## src/design/core_pkg.sv

```systemverilog
package core_pkg;

   localparam int XLEN      = 32;
   localparam int ROB_WIDTH = 5;   // rob index bits, robid adds a wrap bit
   localparam int PRF_WIDTH = 6;

   typedef logic [XLEN-1:0]      word_t;
   typedef logic [ROB_WIDTH:0]   robid_t;  // msb is the wrap bit
   typedef logic [PRF_WIDTH-1:0] prd_t;

   // true when robid a was allocated after robid b
   function automatic logic rob_younger(input robid_t a, input robid_t b);
      logic same_wrap;
      logic a_above;
      same_wrap = (a[ROB_WIDTH] == b[ROB_WIDTH]);
      a_above   = (a[ROB_WIDTH-1:0] > b[ROB_WIDTH-1:0]);
      if (same_wrap) begin
         return a_above;
      end
      // wrapped once, smaller index came later
      return (a[ROB_WIDTH-1:0] < b[ROB_WIDTH-1:0]);
   endfunction

endpackage

```

## src/design/exec_pkg.sv

```systemverilog
package exec_pkg;

   localparam int MUL_LATENCY = 3;   // issue to writeback0, in cycles
   localparam int HALF_WIDTH  = 16;  // multiplier split width
   localparam int SHAMT_WIDTH = 5;

   typedef logic [HALF_WIDTH-1:0]  half_t;
   typedef logic [SHAMT_WIDTH-1:0] shamt_t;

   typedef enum logic [3:0] {
      ALU_ADD    = 4'd0,
      ALU_SUB    = 4'd1,
      ALU_SLL    = 4'd2,
      ALU_SLT    = 4'd3,
      ALU_SLTU   = 4'd4,
      ALU_XOR    = 4'd5,
      ALU_SRL    = 4'd6,
      ALU_SRA    = 4'd7,
      ALU_OR     = 4'd8,
      ALU_AND    = 4'd9,
      ALU_PASS_B = 4'd10   // lui
   } alu_op_t;

endpackage

```

## src/design/alu.sv

```systemverilog
module alu
   import core_pkg::*, exec_pkg::*;
(
   input  alu_op_t alu_op,
   input  word_t   left_operand,
   input  word_t   right_operand,
   output word_t   result
);

   shamt_t shamt;
   logic   lt_signed;
   logic   lt_unsigned;

   // only the low bits count for shifts
   assign shamt = right_operand[SHAMT_WIDTH-1:0];

   assign lt_signed   = ($signed(left_operand) < $signed(right_operand));
   assign lt_unsigned = (left_operand < right_operand);

   always_comb begin
      case (alu_op)
         ALU_ADD: begin
            result = left_operand + right_operand;  // also auipc
         end
         ALU_SUB: begin
            result = left_operand - right_operand;
         end
         ALU_SLL: begin
            result = left_operand << shamt;
         end
         ALU_SLT: begin
            result = word_t'(lt_signed);
         end
         ALU_SLTU: begin
            result = word_t'(lt_unsigned);
         end
         ALU_XOR: begin
            result = left_operand ^ right_operand;
         end
         ALU_SRL: begin
            result = left_operand >> shamt;
         end
         ALU_SRA: begin
            result = word_t'($signed(left_operand) >>> shamt);  // keeps the sign
         end
         ALU_OR: begin
            result = left_operand | right_operand;
         end
         ALU_AND: begin
            result = left_operand & right_operand;
         end
         ALU_PASS_B: begin
            result = right_operand;
         end
         default: begin
            result = '0;
         end
      endcase
   end

endmodule

```

## src/design/pipe_mult.sv

```systemverilog
module pipe_mult
   import core_pkg::*, exec_pkg::*;
(
   input  logic   clk,
   input  logic   arst_n,
   input  logic   issue,
   input  word_t  mcand,
   input  word_t  mplier,
   input  robid_t issue_robid,
   input  prd_t   issue_prd,
   input  logic   flush_valid,
   input  robid_t flush_robid,
   output logic   out_valid,
   output robid_t out_robid,
   output prd_t   out_prd,
   output word_t  product
);

   // tags travel alongside the data, one slot per stage
   logic [MUL_LATENCY-1:0] valid_q;
   robid_t                 robid_q [MUL_LATENCY];
   prd_t                   prd_q   [MUL_LATENCY];

   half_t a_lo;
   half_t a_hi;
   half_t b_lo;
   half_t b_hi;

   word_t pp_ll;
   half_t pp_lh;
   half_t pp_hl;

   // stage 1
   word_t pp_ll_q;
   half_t pp_lh_q;
   half_t pp_hl_q;

   // stage 2
   word_t ll_q;
   half_t cross_q;

   // stage 3
   word_t product_q;

   assign a_lo = mcand[HALF_WIDTH-1:0];
   assign a_hi = mcand[XLEN-1:HALF_WIDTH];
   assign b_lo = mplier[HALF_WIDTH-1:0];
   assign b_hi = mplier[XLEN-1:HALF_WIDTH];

   // low 32 bits are the same for signed and unsigned operands,
   // so hi*hi drops out and the cross terms only need 16 bits
   always_comb begin
      pp_ll = word_t'(a_lo) * word_t'(b_lo);
      pp_lh = a_lo * b_hi;
      pp_hl = a_hi * b_lo;
   end

   always_ff @(posedge clk) begin
      pp_ll_q   <= pp_ll;
      pp_lh_q   <= pp_lh;
      pp_hl_q   <= pp_hl;
      ll_q      <= pp_ll_q;
      cross_q   <= pp_lh_q + pp_hl_q;
      product_q <= ll_q + {cross_q, {HALF_WIDTH{1'b0}}};
   end

   always_ff @(posedge clk or negedge arst_n) begin
      if (!arst_n) begin
         valid_q <= '0;
      end else begin
         valid_q[0] <= issue & ~flush_valid;  // flush cycle issue is dropped
         for (int i = 1; i < MUL_LATENCY; i++) begin
            valid_q[i] <= valid_q[i-1] &
                          ~(flush_valid & rob_younger(robid_q[i-1], flush_robid));
         end
      end
   end

   always_ff @(posedge clk) begin
      robid_q[0] <= issue_robid;
      prd_q[0]   <= issue_prd;
      for (int i = 1; i < MUL_LATENCY; i++) begin
         robid_q[i] <= robid_q[i-1];
         prd_q[i]   <= prd_q[i-1];
      end
   end

   assign out_valid = valid_q[MUL_LATENCY-1];
   assign out_robid = robid_q[MUL_LATENCY-1];
   assign out_prd   = prd_q[MUL_LATENCY-1];
   assign product   = product_q;

endmodule

```

## src/design/int0_mul_alu.sv

```systemverilog
module int0_mul_alu
   import core_pkg::*, exec_pkg::*;
(
   input  logic    clk,
   input  logic    arst_n,

   input  logic    int0_valid,
   input  word_t   int0_pc,
   input  word_t   int0_rs1,
   input  word_t   int0_rs2,
   input  word_t   int0_imm,
   input  alu_op_t int0_alu_op,
   input  logic    int0_is_auipc,
   input  logic    int0_alu_src,
   input  logic    int0_reg_write,
   input  logic    int0_is_mul,
   input  prd_t    int0_prd,
   input  robid_t  int0_robid,

   input  logic    flush_valid,
   input  robid_t  flush_robid,

   // writeback0, multiplier
   output logic    wb0_valid,
   output prd_t    wb0_prd,
   output robid_t  wb0_robid,
   output word_t   wb0_data,

   // writeback1, alu
   output logic    wb1_valid,
   output logic    wb1_need_wb,
   output prd_t    wb1_prd,
   output robid_t  wb1_robid,
   output word_t   wb1_data
);

   word_t left_operand;
   word_t right_operand;
   logic  mul_issue;

   always_comb begin
      left_operand  = int0_is_auipc ? int0_pc : int0_rs1;
      right_operand = int0_rs2;
      if (int0_alu_src) begin
         right_operand = int0_imm;
      end
   end

   alu i_alu (
      .alu_op        (int0_alu_op),
      .left_operand  (left_operand),
      .right_operand (right_operand),
      .result        (wb1_data)
   );

   // same cycle writeback, dropped on flush
   assign wb1_valid   = int0_valid & ~int0_is_mul & ~flush_valid;
   assign wb1_need_wb = int0_reg_write;
   assign wb1_prd     = int0_prd;
   assign wb1_robid   = int0_robid;

   assign mul_issue = int0_valid & int0_is_mul;

   // squash decision lives inside the pipeline
   pipe_mult i_pipe_mult (
      .clk         (clk),
      .arst_n      (arst_n),
      .issue       (mul_issue),
      .mcand       (left_operand),
      .mplier      (right_operand),
      .issue_robid (int0_robid),
      .issue_prd   (int0_prd),
      .flush_valid (flush_valid),
      .flush_robid (flush_robid),
      .out_valid   (wb0_valid),
      .out_robid   (wb0_robid),
      .out_prd     (wb0_prd),
      .product     (wb0_data)
   );

endmodule

```

## config.mk

```make
export PLATFORM = sky130hd
export DESIGN_NAME = int0_mul_alu
export DESIGN_NICKNAME = d
export VERILOG_FILES = /design/src/design/core_pkg.sv /design/src/design/exec_pkg.sv /design/src/design/alu.sv /design/src/design/pipe_mult.sv /design/src/design/int0_mul_alu.sv
export SDC_FILE = /design/constraint.sdc
export NUM_CORES = 2
export LEC_CHECK = 0
export BUFFER_PORTS_ARGS = -buffer_cell sky130_fd_sc_hd__buf_2
export CAP_MARGIN = 0
export CORE_UTILIZATION = 63
export DETAILED_ROUTE_END_ITERATION = 16
export PLACE_DENSITY = 0.83
export SETUP_SLACK_MARGIN = 0.05
export SLEW_MARGIN = 5
export SYNTH_ARGS = -nofsm -noshare
export SYNTH_HDL_FRONTEND = slang
export SYNTH_SLANG_ARGS = --single-unit
```

## constraint.sdc

```tcl
create_clock -name clk -period 5.6 [get_ports clk]
set_input_delay 0 -clock clk [delete_from_list [all_inputs] [get_ports clk]]
set_output_delay 0 -clock clk [all_outputs]
set_load 0.02 [all_outputs]
```

==> qor.yml, run 1 <==
syn_area_mm2: 0.0301
status: "stopped before the end"
grt_usage_pct: 73.1
io_pins: 249
cts_root_buf: "clkbuf_16"
place.gp.congestion: 1.07
dp_hpwl_um: 99800
yosysWarnings: 0
place_area_mm2: 0.0347
seq_area_frac_synth_pct: 12.2
start_util_pct: 64.3
worst_endpoint: "i_pipe_mult.pp_ll_q[28]$_DFF_P_/D"
clock-sinks: 183
endpoint_type: "register input"
synth_top_cell_area_share_pct: 23.8
synth_common_cells: "582 x inv_1, 445 x nand2_1, 440 x nor2_1"
synth.avg_cell_area_um2: 8.06
synth_area_leader_cell: "fa_1"
haltStage: "global routing (5_1_grt)"
grt_overflow: 44
die_h_um: 221
cts-buffers-inserted: 17
grt_max_degree: 63
ys.flop_type: "dfxtp_1"
synth_most_common_cell: "inv_1"
ys_types: 86
async_flop_share_pct: 1.64
ys_ff_latch: 183
syn_inst: 3737
ctsHtreeMaxLevel: 4
ys_top_cells_by_area: "fa_1 24%, ha_1 14%, dfxtp_1 12%"
error: "[ERROR GRT-0232] Routing congestion too high. Check the congestion heatmap in the GUI."
syn_nets: 4592
synth_edf_count: 0
rows: 79
fp.dieW_um: 221
clk_path_buf_depth: 2
numPortBuffers: 246
## cells by family after synthesis
group / synth area share [%]
compound gates: 14.9
xor+xnor: 3.89
fa+ha+maj: 37.9
buf+inv: 10.9
flops: 12.2
mux: 5.79
simple gates: 14.4
## stage by stage
step           util [%]  cells  setup WS (ps)  hold slack, ps
2_1_floorplan         -   3737           -615            -296
3_3_place_gp       74.0   4787           -757            -201
3_5_place_dp       74.0   4787           -960            -201
4_1_cts            76.7   4864          -32.6           0.783
## timing repair
action	in CTS
hold endpoints to repair	18
gates cloned	2
buffers inserted	26
hold buffers	17
pin swaps	8
gates resized for setup	58
endpoints found under the setup margin	23
## routing by layer
layer	track usage, %	overflow
met5	34.3	0
met4	65.5	12
met3	59.7	5
met2	88.3	26
met1	75.1	1
==> run 2: changes to the inputs <==
--- a/config.mk
+++ b/config.mk
@@ -7,10 +7,9 @@
 export LEC_CHECK = 0
 export BUFFER_PORTS_ARGS = -buffer_cell sky130_fd_sc_hd__buf_2
 export CAP_MARGIN = 0
-export CORE_UTILIZATION = 63
+export CORE_UTILIZATION = 40
 export DETAILED_ROUTE_END_ITERATION = 16
-export PLACE_DENSITY = 0.83
-export SETUP_SLACK_MARGIN = 0.05
+export PLACE_DENSITY_LB_ADDON = 0.15
 export SLEW_MARGIN = 5
 export SYNTH_ARGS = -nofsm -noshare
 export SYNTH_HDL_FRONTEND = slang
==> qor.yml, run 2 <==
status: "complete, but fails checks"
violations: "setup timing"
cap_viol_max_count: 0
cp.required_ps: 5950
synth_most_common_cell: "inv_1"
die_area_mm2: 0.0764
clk_latency_ps: 460
p_per_area_mw_per_mm2: 745
place_area_mm2: 0.0355  # +2.3%
synth_area_leader_cell: "fa_1"
drv_slew: 0
clock-sinks: 183  # unchanged
io_pins: 249  # unchanged
dr.pass1.iters: 5
grt_max_degree: 65
rsz0062_at_grt: "yes"
first_global_vias: 29204
whs_endpoint: "wb1_need_wb"
grt_antenna_before_repair: 3
synth_top_cell_area_share_pct: 23.8  # unchanged
timing.final.crit_share_pct: 102
worstReg2RegEnd: "i_pipe_mult.product[30]"
final_cell_mix: "562 x inv_1, 453 x buf_4, 437 x nand2_1, 432 x nor2_1, 351 x fa_1"
r2r_start: "i_pipe_mult.cross_q[0]"
die_h_um: 276  # +25%
fp.dieW_um: 276  # +25%
synth_common_cells: "582 x inv_1, 445 x nand2_1, 440 x nor2_1"
rr_worst_depth: 13
finalSetupViolCount: 3
place.gp.congestion: 1.02  # -4.8%
grt_usage_pct: 33.1
coreArea_mm2: 0.0744
startpoint_type: "input port"
met3_usage_pct: 4.55
tritoncts: "built"
critPathMaxFanout: 7
syn_area_mm2: 0.0301  # unchanged
start_util_pct: 40.5  # -24 points
grt_util_met2_pct: 51.5
synth_edf_count: 0  # unchanged
ys.flop_type: "dfxtp_1"
design_area_mm2: 0.0372
ys_top_cells_by_area: "fa_1 24%, ha_1 14%, dfxtp_1 12%"
reg2reg_setup_slack_ps: 2500
vias: 28808
irDropWorstVdd_uv: 781
skew_ps: 16.3
yosysWarnings: 0  # unchanged
cp_data_arrival_time_ps: 6050
synth.avg_cell_area_um2: 8.06  # unchanged
holdCritPathClass: "in2out"
power_leakage_nw: 18.5
rows: 100  # +27%
ctsHtreeMaxLevel: 4  # unchanged
use_met1_pct: 41.3
numPortBuffers: 246  # unchanged
syn_inst: 3737  # unchanged
hold_viol: 0
fmax_ghz: 0.176
drc: 0
clk_pin_slew_worst_paths_ps: 70
final_common_cell: "inv_1"
hold_start: "int0_reg_write"
final_period_minus_worst_setup_slack_ps: 5700
end_kind: "register"
dp_hpwl_um: 105000  # +5.0%
wl_per_cell_um: 23.9
setup_slack_ps: -97.5
grt_pass1_wl_um: 187000
routed_wl_um: 126000
max_slew_margin_pct: 30.7
clk_path_buf_depth: 2  # unchanged
power_w: 0.0277
min_path_cells: 0
routed_via_density: 5.45
cts_root_buf: "clkbuf_16"
seq_area_frac_synth_pct: 12.2  # unchanged
ys_ff_latch: 183  # unchanged
syn_nets: 4592  # unchanged
top_usage_layer: "met2"
grt_overflow: 0
async_flop_share_pct: 1.64  # unchanged
crit_type: "in2reg"
cts-buffers-inserted: 17  # unchanged
ys_types: 86  # unchanged
ant_nets: 0
worstMarginPinSlew_ps: 1020
place_ws_ps: -853  # +107 ps
fin_nets: 5155
drt_iter0_markers: 2544
area_growth_pct: 23.3
drive_gt1_share_pct: 22.1
run 2: cell counts after synthesis:
No cell type changed its count.
run 2: per-stage QoR:
step / instances / util (%) / hold WS [ps] / setup TNS [ps]
final: 5283 / 49.9 / 0.130 / -197
after detailed placement: 5192 / 47.7 / -198 / -12380
after CTS: 5260 / 49.3 / 0.173 / -7.45
after global routing: 5282 / 49.9 / 0.142 / -1420
after global placement: 5192 / 47.7 / -201 / -10010
after floorplan: 3737 / - / -296 / -4700
run 2: cell families (layout without fill, tap and decap cells):
kind of cell	after synthesis	count (layout)	synth area share [%]
simple gates	1059	1059	14.4
mux	159	159	5.79
fa+ha+maj	697	697	37.9
other cells	0	1	0
compound gates	680	680	14.9
flops	183	183	12.2
xor+xnor	134	134	3.89
buf+inv	825	1401	10.9
run 2: layout make-up:
cell class | instances | area, um^2
fillers | 7405 | 37300
multi-input cells | 2729 | 23800
repair buffers | 758 | 5510
flip-flops and latches | 183 | 3680
inverters | 610 | 2340
well taps | 969 | 1210
clock buffers | 17 | 425
clock inverters | 15 | 193
repair inverters | 1 | 7.51
diodes | 1 | 2.50
run 2: worst max path at each step:
stage,to,cells after the start,startpoint
after floorplan,i_pipe_mult.pp_ll_q[30],28,int0_alu_src
after global placement,i_pipe_mult.pp_ll_q[30],24,int0_alu_src
after detailed placement,i_pipe_mult.pp_ll_q[30],24,int0_alu_src
after CTS,i_pipe_mult.pp_ll_q[30],27,int0_alu_src
after global routing,i_pipe_mult.pp_ll_q[30],23,int0_alu_src
final,i_pipe_mult.pp_ll_q[30],23,int0_alu_src
run 2: timing repair:
item | in CTS | in global routing
gates cloned | 1 | 2
pin swaps | 14 | 28
gates resized for setup | 52 | 70
hold buffers | 17 | 0
endpoints found under the hold margin | 18 | 0
buffers inserted | 18 | 22
setup endpoints to repair | 12 | 18
run 2: worst max-delay path, stage by stage:
cell and delay [ps]:
buf_8 80, buf_12 160, mux2i_2 220, buf_4 180, clkinvlp_4 200, buf_4 220, nand2_1 80, fa_1 460
fa_1 570, fa_1 430, fa_1 510, fa_1 430, fa_1 490, inv_1 40, ha_1 300, nand3_2 100
or4_1 480, or3_4 400, nand4_1 200, nand2_2 100, o2111ai_2 210, a21oi_2 80, xnor2_1 120
run 2: routing by layer:
layer  share of wire [%]  wire, um
met3                 6.8      8540
met4                 9.0     11400
met2                  43     54900
met5               0.021        26
met1                  41     51400
run 2: power by group:
| group | internal (W) | switching, W |
|---|---|---|
| clock network | 0.000649 | 0.000607 |
| logic | 0.0115 | 0.0127 |
| registers | 0.00212 | 0.000144 |
Power figures use the tool's default switching activity.
